**src/rtl/decodePkg.sv**
```systemverilog
/*
 * Types and encodings shared by the 40-bit instruction decode stage
 * Only the listed ISA subset is recognised and anything else decodes as illegal
 * Specifiers are 6 bits wide: 0..31 general, 32..39 predicate, 46 always true
 */
package decodePkg;

	// ==================================================================
	// Register specifiers
	// ==================================================================

	typedef logic [5:0] regspec_t;

	// Register 0 stands for "no register" in every specifier slot
	localparam regspec_t REG_NONE = 6'd0;

	// Predicate used when an instruction names none, always true
	localparam regspec_t PRED_NONE = 6'd46;

	// Upper bits of a predicate specifier, giving the bank at 32..39
	localparam logic [2:0] PRED_BANK = 3'b100;

	// ==================================================================
	// Opcodes and R2 function codes
	// ==================================================================

	typedef enum logic [6:0] {
		OP_NOP  = 7'd31,
		OP_R2   = 7'd2,
		OP_ADDI = 7'd4,
		OP_ANDI = 7'd8,
		OP_ORI  = 7'd9,
		OP_CMPI = 7'd11,
		OP_MOV  = 7'd12,
		OP_JSR  = 7'd32,
		OP_LDW  = 7'd66
	} opcode_t;

	typedef enum logic [5:0] {
		FN_ADD = 6'd4,
		FN_SUB = 6'd5,
		FN_AND = 6'd8,
		FN_OR  = 6'd9,
		FN_EOR = 6'd10,
		FN_CMP = 6'd11,
		FN_MUL = 6'd12,
		FN_SLT = 6'd18
	} func_t;

	// ==================================================================
	// Instruction layout
	// ==================================================================

	// Opcode only, for the first level of decode
	typedef struct packed {
		logic [32:0] payload;
		opcode_t     opcode;
	} instrAny_t;

	// Register to register form, also used by MOV
	typedef struct packed {
		logic [2:0] padHi;
		logic [2:0] pred;   // bits 36..34
		logic [2:0] padLo;
		func_t      func;   // bits 30..25
		regspec_t   rb;     // bits 24..19
		regspec_t   ra;     // bits 18..13
		regspec_t   rt;     // bits 12..7
		opcode_t    opcode;
	} instrR2_t;

	// Immediate form, shared by the ALU immediates, LDW and JSR
	typedef struct packed {
		logic [1:0]  padHi;
		logic [2:0]  pred;  // bits 37..35
		logic [15:0] imm;   // bits 34..19
		regspec_t    ra;
		regspec_t    rt;
		opcode_t     opcode;
	} instrRi_t;

	typedef union packed {
		instrAny_t any;
		instrR2_t  r2;
		instrRi_t  ri;
	} instruction_t;

	// Class flags carried down the pipe with each instruction
	typedef struct packed {
		logic isAlu;
		logic isLoad;
		logic isJump;
		logic useImm;
	} insnClass_t;

endpackage

```
**src/rtl/decodeIf.sv**
```systemverilog
/*
 * Decoded fields passed from the combinational decoder to the stage register
 * Every signal is combinational from the instruction word
 */
interface decodeIf
	import decodePkg::*;
#(
	parameter int immWidth = 32
);

	// Destination, sources and predicate specifiers
	regspec_t rt;
	regspec_t ra;
	regspec_t rb;
	regspec_t rp;

	// Sign-extended immediate, zero when the form has none
	logic [immWidth-1:0] imm;

	insnClass_t cls;

	// Unknown opcode or unknown R2 function
	logic illegal;

	// The decoder drives every field
	modport source (output rt, ra, rb, rp, imm, cls, illegal);

	// The stage register only samples them
	modport sink (input rt, ra, rb, rp, imm, cls, illegal);

endinterface

```
**src/rtl/decodePredReg.sv**
```systemverilog
/*
 * Predicate register specifier decode
 * R2 and MOV carry the predicate in bits 36..34, the immediate forms in 37..35
 * NOP, unknown opcodes and unknown R2 functions get the always-true predicate
 */
module decodePredReg
	import decodePkg::*;
(
	input  instruction_t instr,
	output regspec_t     rp
);

	// Specifier built from the R2 predicate field
	regspec_t predR2;

	// Specifier built from the immediate-form predicate field
	regspec_t predRi;

	// Both positions are formed up front and the opcode only picks one
	assign predR2 = {PRED_BANK, instr.r2.pred};
	assign predRi = {PRED_BANK, instr.ri.pred};

	always_comb
	begin
		rp = PRED_NONE;
		case (instr.any.opcode)
			OP_R2:
			begin
				// Only the supported functions are predicated
				case (instr.r2.func)
					FN_ADD, FN_SUB, FN_AND, FN_OR,
					FN_EOR, FN_CMP, FN_MUL, FN_SLT:
						rp = predR2;
					default:
						rp = PRED_NONE;
				endcase
			end
			// MOV reuses the R2 layout
			OP_MOV:
				rp = predR2;
			OP_ADDI, OP_ANDI, OP_ORI, OP_CMPI, OP_LDW, OP_JSR:
				rp = predRi;
			// NOP and anything not recognised run unconditionally
			default:
				rp = PRED_NONE;
		endcase
	end

endmodule

```
**src/rtl/decodeRegSpec.sv**
```systemverilog
/*
 * Destination and source register specifier decode
 * Fields an instruction does not use read as REG_NONE, as do all fields
 * of an unknown opcode or an unknown R2 function
 */
module decodeRegSpec
	import decodePkg::*;
(
	input  instruction_t instr,
	output regspec_t     rt,
	output regspec_t     ra,
	output regspec_t     rb
);

	// ==================================================================
	// Which register fields are meaningful for each opcode
	// ==================================================================

	always_comb
	begin
		// Start from "no register" so that any path not listed stays clean
		rt = REG_NONE;
		ra = REG_NONE;
		rb = REG_NONE;
		case (instr.any.opcode)
			OP_R2:
			begin
				// Two sources and a destination for every supported function
				case (instr.r2.func)
					FN_ADD, FN_SUB, FN_AND, FN_OR,
					FN_EOR, FN_CMP, FN_MUL, FN_SLT:
					begin
						rt = instr.r2.rt;
						ra = instr.r2.ra;
						rb = instr.r2.rb;
					end
					// An unknown function must not create false dependencies
					default:
					begin
						rt = REG_NONE;
						ra = REG_NONE;
						rb = REG_NONE;
					end
				endcase
			end
			OP_MOV:
			begin
				// Single source copy, the Rb slot is ignored
				rt = instr.r2.rt;
				ra = instr.r2.ra;
			end
			OP_ADDI, OP_ANDI, OP_ORI, OP_CMPI, OP_LDW:
			begin
				// Ra is the ALU operand or the load base register
				rt = instr.ri.rt;
				ra = instr.ri.ra;
			end
			OP_JSR:
			begin
				// Only the link register is written, the target is immediate
				rt = instr.ri.rt;
			end
			default:
			begin
				rt = REG_NONE;
				ra = REG_NONE;
				rb = REG_NONE;
			end
		endcase
	end

endmodule

```
**src/rtl/decodeFields.sv**
```systemverilog
/*
 * Combinational field decode for one instruction word
 * Joins the specifier decoders with class flags, immediate and illegal detection
 * immWidth must be 16 or more since the immediate is sign-extended to it
 */
module decodeFields
	import decodePkg::*;
#(
	parameter int immWidth = 32
)
(
	input  instruction_t   instr,
	decodeIf.source        fields
);

	regspec_t            rt;
	regspec_t            ra;
	regspec_t            rb;
	regspec_t            rp;
	insnClass_t          cls;
	logic                illegal;
	logic [immWidth-1:0] immExt;

	// ==================================================================
	// Specifier decoders
	// ==================================================================

	decodeRegSpec decodeRegSpec_i (
		.instr (instr),
		.rt    (rt),
		.ra    (ra),
		.rb    (rb)
	);

	decodePredReg decodePredReg_i (
		.instr (instr),
		.rp    (rp)
	);

	// ==================================================================
	// Class, immediate and validity
	// ==================================================================

	// Sign extension of the 16-bit immediate field
	assign immExt = immWidth'(signed'(instr.ri.imm));

	always_comb
	begin
		cls     = '0;
		illegal = 1'b0;
		case (instr.any.opcode)
			OP_R2:
			begin
				case (instr.r2.func)
					FN_ADD, FN_SUB, FN_AND, FN_OR,
					FN_EOR, FN_CMP, FN_MUL, FN_SLT:
						cls.isAlu = 1'b1;
					default:
						illegal = 1'b1;
				endcase
			end
			OP_MOV:
				cls.isAlu = 1'b1;
			OP_ADDI, OP_ANDI, OP_ORI, OP_CMPI:
			begin
				cls.isAlu  = 1'b1;
				cls.useImm = 1'b1;
			end
			OP_LDW:
			begin
				// Displacement from Ra
				cls.isLoad = 1'b1;
				cls.useImm = 1'b1;
			end
			OP_JSR:
			begin
				cls.isJump = 1'b1;
				cls.useImm = 1'b1;
			end
			// NOP is valid and simply has no class
			OP_NOP:
				cls = '0;
			default:
				illegal = 1'b1;
		endcase
	end

	assign fields.rt      = rt;
	assign fields.ra      = ra;
	assign fields.rb      = rb;
	assign fields.rp      = rp;
	assign fields.cls     = cls;
	assign fields.illegal = illegal;

	// Forms without an immediate pass zero so stale bits never leak through
	assign fields.imm = cls.useImm ? immExt : '0;

endmodule

```
**src/rtl/decodeStage.sv**
```systemverilog
/*
 * Decode pipeline register with stall and a read-after-write hazard flag
 * One cycle latency from an accepted instruction to outValid
 * imm has no reset and is undefined until the first capture
 */
module decodeStage
	import decodePkg::*;
#(
	parameter int immWidth = 32
)
(
	input  logic                clk,
	input  logic                rstN,
	input  logic                instrValid,
	input  logic                stall,
	decodeIf.sink               fields,
	output logic                outValid,
	output regspec_t            rt,
	output regspec_t            ra,
	output regspec_t            rb,
	output regspec_t            rp,
	output logic [immWidth-1:0] imm,
	output logic                isAlu,
	output logic                isLoad,
	output logic                isJump,
	output logic                useImm,
	output logic                illegal,
	output logic                hazard
);

	logic       capture;
	logic       hazardNext;
	regspec_t   lastRt;
	insnClass_t clsQ;

	// An instruction is taken only out of reset and with no stall
	assign capture = rstN && instrValid && !stall;

	// Compare against the destination of the last captured instruction
	// REG_NONE never counts, so illegal and NOP producers are harmless
	assign hazardNext = (lastRt != REG_NONE) &&
		((lastRt == fields.ra) || (lastRt == fields.rb));

	// ==================================================================
	// Control and specifier registers
	// ==================================================================

	always_ff @(posedge clk)
	begin
		if (!rstN)
		begin
			outValid <= 1'b0;
			hazard   <= 1'b0;
			illegal  <= 1'b0;
			rt       <= REG_NONE;
			ra       <= REG_NONE;
			rb       <= REG_NONE;
			rp       <= REG_NONE;
			clsQ     <= '0;
			lastRt   <= REG_NONE;
		end
		else if (!stall)
		begin
			outValid <= instrValid;
			// Hazard is only meaningful alongside a valid output
			hazard   <= capture && hazardNext;
			if (capture)
			begin
				rt      <= fields.rt;
				ra      <= fields.ra;
				rb      <= fields.rb;
				rp      <= fields.rp;
				clsQ    <= fields.cls;
				illegal <= fields.illegal;
				// Idle gaps leave the tracked destination in place
				lastRt  <= fields.rt;
			end
		end
	end

	// Immediate payload follows the same capture
	always_ff @(posedge clk)
	begin
		if (capture)
			imm <= fields.imm;
	end

	assign isAlu  = clsQ.isAlu;
	assign isLoad = clsQ.isLoad;
	assign isJump = clsQ.isJump;
	assign useImm = clsQ.useImm;

endmodule

```
**src/rtl/decodeTop.sv**
```systemverilog
/*
 * Decode stage top level with plain ports
 * instr must be held by the source while stall is high
 */
module decodeTop
	import decodePkg::*;
#(
	parameter int immWidth = 32
)
(
	input  logic                clk,
	input  logic                rstN,
	input  logic [39:0]         instr,
	input  logic                instrValid,
	input  logic                stall,
	output logic                outValid,
	output regspec_t            rt,
	output regspec_t            ra,
	output regspec_t            rb,
	output regspec_t            rp,
	output logic [immWidth-1:0] imm,
	output logic                isAlu,
	output logic                isLoad,
	output logic                isJump,
	output logic                useImm,
	output logic                illegal,
	output logic                hazard
);

	// Decoded fields between the combinational decoder and the register
	decodeIf #(.immWidth(immWidth)) fieldsIf ();

	decodeFields #(.immWidth(immWidth)) decodeFields_i (
		.instr  (instr),
		.fields (fieldsIf.source)
	);

	decodeStage #(.immWidth(immWidth)) decodeStage_i (
		.clk        (clk),
		.rstN       (rstN),
		.instrValid (instrValid),
		.stall      (stall),
		.fields     (fieldsIf.sink),
		.outValid   (outValid),
		.rt         (rt),
		.ra         (ra),
		.rb         (rb),
		.rp         (rp),
		.imm        (imm),
		.isAlu      (isAlu),
		.isLoad     (isLoad),
		.isJump     (isJump),
		.useImm     (useImm),
		.illegal    (illegal),
		.hazard     (hazard)
	);

endmodule

```
**config.mk**
```make
export PLATFORM = sky130hd
export DESIGN_NAME = decodeTop
export DESIGN_NICKNAME = d
export VERILOG_FILES = /design/src/rtl/decodePkg.sv /design/src/rtl/decodeIf.sv /design/src/rtl/decodePredReg.sv /design/src/rtl/decodeRegSpec.sv /design/src/rtl/decodeFields.sv /design/src/rtl/decodeStage.sv /design/src/rtl/decodeTop.sv
export SDC_FILE = /design/constraint.sdc
export NUM_CORES = 1
export LEC_CHECK = 0
export ABC_CLOCK_PERIOD_IN_PS = 2000
export BUFFER_PORTS_ARGS = -buffer_cell sky130_fd_sc_hd__buf_2
export CAP_MARGIN = 40
export CORE_ASPECT_RATIO = 1.5
export CORE_UTILIZATION = 35
export CTS_CLUSTER_SIZE = 25
export DETAILED_ROUTE_END_ITERATION = 6
export GPL_TIMING_DRIVEN = 0
export PLACE_DENSITY_LB_ADDON = 0.08
export SLEW_MARGIN = 25
export SYNTH_ARGS = -nofsm -noshare
export SYNTH_HDL_FRONTEND = slang
export SYNTH_SLANG_ARGS = --single-unit
```
**constraint.sdc**
```tcl
create_clock -name clk -period 2 [get_ports clk]
set_input_delay 0.1 -clock clk [delete_from_list [all_inputs] [get_ports clk]]
set_output_delay 0.1 -clock clk [all_outputs]
set_load 0.05 [all_outputs]
```
**Word-level counts from Yosys, hierarchy flattened**

Cells that the tools add are included.

- Bits in latches: 0
- Bits of input ports: 44
- Logic and storage cells: 61
- Register bits after elaboration: 47
- Output and inout bits: 63
- RAM bits: 0
- Memories kept: 0
- Memory bits (read-only): 0

- $add $sub $neg: 0
- Muxes and demuxes: 15
- Order comparisons: 0
- Div/mod/pow operators: 0
- Reduce and logical (&&, ||, !) cells: 14
- Multiply operators: 0
- Eq/ne operators: 19
- Shift-type cells: 0
- Bitwise logic cells: 1

Operator list:

| kind | count |
|---|---|
| 6-bit by 4-bit == test with 1-bit output (second input constant) | 5 |
| 7-bit by 4-bit == test with 1-bit output (second input constant) | 4 |
| 6-bit two-way mux | 4 |
| 6-bit one-hot mux with 2 select lines | 2 |
| 8-bit OR reduction | 2 |
| 6-bit by 3-bit == test with 1-bit output (second input constant) | 2 |
| 6-bit == test | 2 |
| 4-bit one-hot mux with 3 select lines | 1 |
| 6-bit OR reduction | 2 |
| 7-bit by 2-bit == test with 1-bit output (second input constant) | 1 |
| 7-bit by 3-bit == test with 1-bit output (second input constant) | 1 |
| 7-bit by 5-bit == test with 1-bit output (second input constant) | 1 |
| 7-bit by 6-bit == test with 1-bit output (second input constant) | 1 |
| 7-bit == test (second input constant) | 1 |
| 7-bit OR reduction | 1 |
| 6-bit by 5-bit == test with 1-bit output (second input constant) | 1 |
| 6-bit nonzero test | 1 |
| 1-bit two-way mux | 5 |
| 5-bit OR reduction | 1 |
| 1-bit logical AND | 4 |
| 4-bit two-way mux | 1 |
| 1-bit one-hot mux with 2 select lines | 2 |
| 2-bit AND reduction | 1 |
| 1-bit zero test | 1 |
| other kinds (2) | 2 |

**Longest topological paths before layout**

Gate-level depths: netlist of the first run.

- Word-level depth: 8
- Gate-level depth with buffers: 8
- Gate-level depth less buffers: 7

**Hierarchy**

Synthesis of the first run repeated with hierarchy kept, for this count alone.

- Cells, all modules: 342
- Area, all modules: 3316.9 um^2

By module, submodules not included:

| module | area an instance (um^2) | instances | cells an instance | seq. area each (um^2) |
|---|---|---|---|---|
| decodeStage | 2252.2 | 1 | 185 | 1581.5 |
| decodeFields | 488.0 | 1 | 65 | 0.0 |
| decodeRegSpec | 311.5 | 1 | 53 | 0.0 |
| decodePredReg | 265.3 | 1 | 39 | 0.0 |

**Least setup slack after synthesis of the first run**

OpenSTA, ideal clock, no wires.

- Path type: register -> register
- Start: reg, netlist name decodeStage_i.rt[4]
- End: reg decodeStage_i.hazard
- Period minus slack after synthesis: 1.741 ns
- Data arrival time: 1.646 ns
- Data required time: 1.904 ns
- Setup slack: 0.259 ns
- Cell stages (with the launch flop): 7
- Library setup time: 0.096 ns
- Cell sequence: dfxtp_1 -> clkbuf_1 -> xnor2_1 -> nand3_1 -> o21ai_0 -> a32oi_1 -> o41ai_2

RTL lines:

| what | line | source |
|---|---|---|
| end signal: assignment | decodeStage.sv:66 | `hazard <= capture && hazardNext;` |
| end: declaration | decodeStage.sv:28 | `output logic hazard` |

**Worst setup path in the final report of the first run**

- Start: in stall
- End: reg decodeStage_i.hazard

- Word-level cells in the longest chain between the ends: 3

Ends and longest elaborated chain:

| what | line | source |
|---|---|---|
| start: declaration | decodeTop.sv:15 | `input logic stall,` |
| 1-bit zero test | decodeStage.sv:37 | `assign capture = rstN && instrValid && !stall;` |
| 1-bit logical AND | decodeStage.sv:37 |  |
| net decodeStage_i.capture | decodeStage.sv:31 | `logic capture;` |
| 1-bit logical AND | decodeStage.sv:66 |  |

The timed path passes the listed nets, and every way through them passes these cells.
A chain may end at the register's enable or synchronous reset.

==> key figures, run 1 <==
Status
  – Outcome: completed

Logic synthesis
  – Leading area contributor after synthesis: dfxtp_1
  – Netlist cell types: 57
  – Top post-synthesis cells by area: dfxtp_1 (25%), edfxtp_1 (20%), buf_4 (5.7%)
  – Post-Synthesis Cells: 234
  – Post-synthesis sequential element count: 46
  – Synthesized area per cell: 10.21 sq um
  – Yosys top cell area share: 25.13%
  – Top FF cell, synth: dfxtp_1
  – Synthesis Warnings: 0
  – Seq/Total Area, Yosys: 45.24%
  – Ys async rst share: 0%
  – Count leader, synth: dfxtp_1
  – Post-Syn Area: 2390 sq um
  – Synthesized Nets: 278
  – Post-synth EDFFs: 16
  – Synth cell count leaders: dfxtp_1 (30), buf_4 (18), and3_1 (16), edfxtp_1 (16), nand2_1 (15)

Global route
  – Initial antenna violation count: 0
  – Grt met3 use: 3.779%
  – GRT Total Usage: 18.37%
  – Largest net degree at the start of global routing: 26
  – Vias in the first global route: 1982
  – First-pass GRT wire length: 10.31 mm
  – Busiest layer in global routing: met2
  – Met2 usage in global routing: 33.68%
  – Met1 Track Usage GR: 21.65%
  – GRT overflow: 0

Critical path
  – Setup CP Type: primary input to flip-flop
  – Max stage delay on crit path: 0.37 ns
  – Cell breakdown of the critical path: buf_2 > nor2b_1 > nand2_1 > inv_1 > clkbuf_4 > o31ai_1 > nor4_1 > a31oi_1 > o41ai_2
  – Worst Path Buf+Inv: 3
  – Worst EP required: 2.21 ns
  – CP delay by family, top: simple AND/OR/NAND/NOR gates
  – CP startpoint kind: primary input
  – CP Data Arrival Time: 1.99 ns
  – CP max stage cell: clkbuf_4
  – Crit Path Max Fanout: 25
  – Critical path capture point type: flip-flop

Floorplan
  – Site row count: 36
  – Die Y: 103.2 microns
  – Initial core utilization: 36.59%
  – Die Width: 69.47 microns
  – Ports: 107
  – Die area: 7169 sq um
  – Core footprint: 6531 sq um

Layout
  – Nets@finish: 384
  – Fillers: 678
  – Cell area after layout: 3064 sq um
  – Final Non-Filler Cells: 417
  – Number of diodes: 0
  – Share of layout cells above drive strength 1: 42.82%
  – Area Growth Syn to Fin: 28.22%

Routing
  – # DRC: 0
  – DRT Pass-1 Iters: 4
  – Vias per cell: 5.273
  – Wirelength per Cell: 15.65 microns
  – Vias: 2199
  – DRT antenna net count: 0
  – Final WL: 6.525 mm
  – Initial DRC count: 81

STA
  – PnR worst setup slack: 0.2155 ns
  – Max Fclk: 560.4 MHz
  – Slew Limit Fails: 0
  – Period minus WS final: 1.785 ns
  – Final setup fails: 0
  – Worst Skew: 0.008857 ns
  – Slew @ Worst Pin: 0.5604 ns
  – Final Hold Viols: 0
  – Worst hold margin: 0.03854 ns
  – Max_slew headroom: 62.64%
  – Tcrit/Tclk final: 89.23%
  – Unrepaired setup endpoints after global routing: no

Placed design
  – Placer congestion estimate: 0.8209
  – Pre-CTS WS: -0.2891 ns
  – Placed Cells: 409
  – Post-DP Area: 2980 sq um
  – DP HPWL: 5.064 mm
  – IO Port Bufs: 99

Clock network
  – CTS clk-pin slew, worst paths: 0.09 ns
  – Root Driver: clkbuf_8
  – Bufs on Longest Clock Path: 2
  – Post-CTS setup repair buffer count: 0
  – CTS Sinks: 46
  – Clock latency on the worst-skew pair: 0.30 ns
  – CTS tree: built
  – H-tree Lvls: 2
  – Num CTS Buffers: 5

Run
  – Max Cap Violations: 0

Pwr
  – Pwr Density: 639.9 nW/um^2
  – Pleak: 0.001346 uW
  – Worst vdd ir: 0.3131 mV

Min path
  – Min-Delay Path Class: primary input to flip-flop
placed cells by master (no fill, tap or decap), types with 2 or more instances in the layout:
| cell type | Yosys | final |
|---|---|---|
| buf_2 | 3 | 101 |
| dfxtp_1 | 30 | 30 |
| buf_4 | 18 | 18 |
| and3_1 | 16 | 16 |
| edfxtp_1 | 16 | 16 |
| nand2_1 | 15 | 15 |
| a22o_1 | 13 | 13 |
| nor2_1 | 12 | 12 |
| clkbuf_1 | 8 | 9 |
| o21ai_0 | 9 | 9 |
| a32o_1 | 7 | 7 |
| nand3_1 | 6 | 6 |
| nor2b_1 | 5 | 5 |
| inv_1 | 5 | 5 |
| clkbuf_8 | 0 | 5 |
| a21oi_1 | 4 | 4 |
| nand3b_1 | 4 | 4 |
| xnor2_1 | 4 | 4 |
| a32oi_1 | 4 | 4 |
| xor2_1 | 4 | 4 |
| buf_6 | 3 | 3 |
| o221ai_1 | 3 | 3 |
| nor4_1 | 3 | 3 |
| a311oi_1 | 3 | 3 |
| nand2b_1 | 2 | 2 |
| nor3_1 | 2 | 2 |
| nand4_1 | 2 | 2 |
| o31ai_1 | 2 | 2 |
| a221o_1 | 2 | 2 |
final cells by class:
| cell class | instances | area, sq um | area share [%] |
|---|---|---|---|
| clock buffer | 6 | 72.57 | 2.368 |
| sequential | 46 | 1081 | 35.28 |
| buffer | 33 | 221.5 | 7.227 |
| tap | 76 | 95.09 | 3.103 |
| inverter | 5 | 18.77 | 0.6125 |
| timing repair buffer | 99 | 495.5 | 16.17 |
| multi-input combinational | 150 | 1071 | 34.95 |
| clock inverter | 2 | 8.758 | 0.2858 |
per-layer routing:
layer	wire length (microns)	vias to the layer above
li1	-	1078
met1	2650	1028
met2	3415	86
met3	354	7
met4	106	0
met5	0	-
kinds of logic after synthesis:
kind of cell	synth area share, %
buffers and inverters	9.947
AO/OA/AOI/OAI	23.35
AND/OR/NAND/NOR	18.38
flip-flops	45.24
other	0.1569
XOR/XNOR	2.932
path summary, 6_finish.rpt:
| check | to | depth (start not counted) | slack (ns) | startpoint |
|---|---|---|---|---|
| max | decodeStage_i.hazard | 9 | 0.22 | stall |
| min | decodeStage_i.rt[0] | 2 | 0.04 | instr[7] |
| max reg2reg | decodeStage_i.hazard | 6 | 0.35 | decodeStage_i.rt[4] |
| min reg2reg | decodeStage_i.isLoad | 2 | 0.44 | decodeStage_i.isLoad |
registers in the layout, indices dropped and copies added (netlist names):
signal,cells
decodeStage_i.illegal,1
decodeStage_i.rt,6
decodeStage_i.useImm,1
decodeStage_i.ra,6
decodeStage_i.imm,16
decodeStage_i.rb,6
decodeStage_i.rp,5
decodeStage_i.isLoad,1
decodeStage_i.isJump,1
decodeStage_i.isAlu,1
decodeStage_i.hazard,1
decodeStage_i.outValid,1
power breakdown:
group | switching (uW) | leakage [uW] | internal (uW)
clock network | 316 | 0.0000426 | 241
logic | 281 | 0.000939 | 122
registers | 11.5 | 0.000364 | 988
total | 609 | 0.00135 | 1350
per-stage QoR:
stage | total power (uW) | utilization (%) | TNS (ns)
6_report | 1961 | 46.92 | 0
5_1_grt | 2047 | 46.92 | 0
4_1_cts | 1981 | 46.88 | 0
3_5_place_dp | 1427 | 45.63 | -0.7386
3_3_place_gp | 1425 | 45.63 | -0.6829
2_1_floorplan | 1297 | - | 0
what timing repair did:
item | in CTS | in global routing
setup endpoints to repair | 0 | 3
hold buffers | 0 | 0
hold endpoints to repair | 0 | 0
gates resized for setup | 0 | 1
No activity file was read; power rests on OpenSTA's default activity.
==> run 2, diff against run 1 <==
--- a/config.mk
+++ b/config.mk
@@ -13,7 +13,7 @@
 export CTS_CLUSTER_SIZE = 25
 export DETAILED_ROUTE_END_ITERATION = 6
 export GPL_TIMING_DRIVEN = 0
-export PLACE_DENSITY_LB_ADDON = 0.08
+export RECOVER_POWER = 50
 export SLEW_MARGIN = 25
 export SYNTH_ARGS = -nofsm -noshare
 export SYNTH_HDL_FRONTEND = slang
==> key figures, run 2 (synthesized netlist as in run 1, its figures left out) <==
Routing
  – Vias per cell: 5.218
  – DRT Pass-1 Iters: 4
  – Vias: 2176
  – Final WL: 6.288 mm
  – DRT antenna net count: 0
  – Initial DRC count: 114
  – Wirelength per Cell: 15.08 microns
  – # DRC: 0

Clock network
  – Root Driver: clkbuf_8
  – Post-CTS setup repair buffer count: 0
  – H-tree Lvls: 2
  – CTS clk-pin slew, worst paths: 0.08 ns
  – Num CTS Buffers: 5
  – CTS tree: built
  – # hold bufs at CTS: 0
  – CTS Sinks: 46
  – Bufs on Longest Clock Path: 2
  – Clock latency on the worst-skew pair: 0.31 ns

Floorplan
  – Die Width: 69.47 microns
  – Core footprint: 6531 sq um
  – Die Y: 103.2 microns
  – Initial core utilization: 36.59%
  – Site row count: 36
  – Die area: 7169 sq um
  – Ports: 107

Critical path
  – CP max stage cell: clkbuf_4
  – Setup CP Type: primary input to flip-flop
  – CP startpoint kind: primary input
  – CP delay by family, top: simple AND/OR/NAND/NOR gates
  – Cell breakdown of the critical path: clkbuf_1 > nor2b_1 > nand2_1 > inv_1 > clkbuf_4 > o31ai_1 > nor4_1 > a31oi_1 > o41ai_2
  – Crit Path Max Fanout: 25
  – Critical path capture point type: flip-flop
  – Max stage delay on crit path: 0.36 ns
  – Worst EP required: 2.21 ns
  – CP Data Arrival Time: 1.90 ns
  – Worst Path Buf+Inv: 3
  – Crit. Startpoint: stall
  – Reg2reg start: decodeStage_i.rt[4]

Pwr
  – Pint: 1474 uW
  – Pleak: 0.001192 uW
  – Sw Ratio: 29.10%
  – Reg power frac: 48.1%
  – Clock power share: 33.3%
  – Switching power: 605.3 uW
  – Power share of the combinational group: 18.6%
  – Worst vdd ir: 0.3251 mV
  – Pwr Density: 692.6 nW/um^2
  – Pwr Total: 2080 uW

Global route
  – GRT Total Usage: 17.69%
  – Initial antenna violation count: 0
  – First-pass GRT wire length: 9.839 mm
  – Vias in the first global route: 1953
  – Largest net degree at the start of global routing: 26
  – GRT overflow: 0

STA
  – Final setup fails: 0
  – Worst hold margin: 0.02496 ns
  – Slew @ Worst Pin: 0.6430 ns
  – Unrepaired setup endpoints after global routing: no
  – Max Fclk: 592.1 MHz
  – Slew Limit Fails: 0
  – Worst Skew: 0.0005397 ns
  – Final Hold Viols: 0
  – Period minus WS final: 1.689 ns
  – Tcrit/Tclk final: 84.45%
  – Max_slew headroom: 57.32%

Min path
  – Hold path startpoint: instr[7]
  – Min-Delay Path Class: primary input to flip-flop

Layout
  – Fillers: 691
  – Most common cell after layout, fill and taps aside: clkbuf_1
  – Nets@finish: 384
  – Largest register by flop count: decodeStage_i.imm
  – Area Growth Syn to Fin: 25.65%
  – Most frequent cells in the layout: clkbuf_1 (57), buf_2 (55), dfxtp_1 (30), buf_4 (18)
  – Post-layout util: 45.98%
  – Share of layout cells above drive strength 1: 28.15%
  – Number of diodes: 0
  – Number of flip-flops in the largest register: 16

Status
  – Outcome: completed

Placed design
  – IO Port Bufs: 99
  – DP HPWL: 4.953 mm
  – Placer congestion estimate: 0.7980

Run
  – Max Cap Violations: 0
run 2: changes by cell type in the layout (fill, tap and decap cells not counted), sizes merged:
| cell | delta |
|---|---|
| clkinv | -2 |
| bufinv | +1 |
| clkbuf | +48 |
| buf | -47 |
run 2: metrics by stage:
step / cells / TNS, ns / setup slack [ns] / cell area [sq um]
floorplan: 234 / 0 / 0.2585 / 2390
global placement: 409 / -0.4864 / -0.2041 / 2980
detailed placement: 409 / -0.5131 / -0.2134 / 2980
CTS: 417 / 0 / 0.1180 / 3087
global route: 417 / 0 / 0.08183 / 3003
finish: 417 / 0 / 0.3111 / 3003
run 2: area by class of cell:
class | instances | area, sq um | area share (%)
multi-input cells | 150 | 1050 | 34.96
clock inverters | 1 | 30.03 | 1.000
repair buffers | 99 | 437.9 | 14.58
flip-flops and latches | 46 | 1081 | 36.00
plain buffers | 33 | 214.0 | 7.125
well taps | 76 | 95.09 | 3.167
clock buffers | 7 | 76.32 | 2.542
inverters | 5 | 18.77 | 0.6250
run 2: final timing paths:
check / to / slack, ns / cells after the start
hold / removal: decodeStage_i.rt[0] / 0.02 / 2
hold reg to reg: decodeStage_i.isLoad / 0.45 / 2
setup / recovery: decodeStage_i.hazard / 0.31 / 9
setup reg to reg: decodeStage_i.hazard / 0.37 / 6
run 2: worst reg2reg max path, stage by stage, from the launching register on:
cell      delay [ns]
dfxtp_1         0.33
clkbuf_1        0.35
xnor2_1         0.14
a311oi_1        0.31
nor4_1          0.10
a31oi_1         0.18
o41ai_2         0.10
run 2: timing repair:
item / in CTS / in global routing
endpoints found under the hold margin: 0 / 0
endpoints found under the setup margin: 0 / 3
gates resized for setup: 0 / 1
run 2: power by group through the flow:
| stage | sequential, uW | clock, uW | combinational [uW] |
|---|---|---|---|
| 2_1_floorplan | 1110 | 0 | 190 |
| 3_3_place_gp | 1020 | 0 | 396 |
| 3_5_place_dp | 1020 | 0 | 399 |
| 4_1_cts | 1000 | 704 | 400 |
| 5_1_grt | 1000 | 732 | 414 |
| 6_report | 1000 | 693 | 386 |
run 2: metal layers:
| metal | up-vias | wire length (microns) | GRT usage, % | share of wire [%] |
|---|---|---|---|---|
| met5 | - | 0 | 0 | 0 |
| met4 | 0 | 93 | 8.791 | 1.5 |
| met3 | 7 | 375 | 4.070 | 6.0 |
| met2 | 77 | 3269 | 31.29 | 52 |
| met1 | 1016 | 2549 | 20.15 | 41 |
| li1 | 1076 | - | - | - |
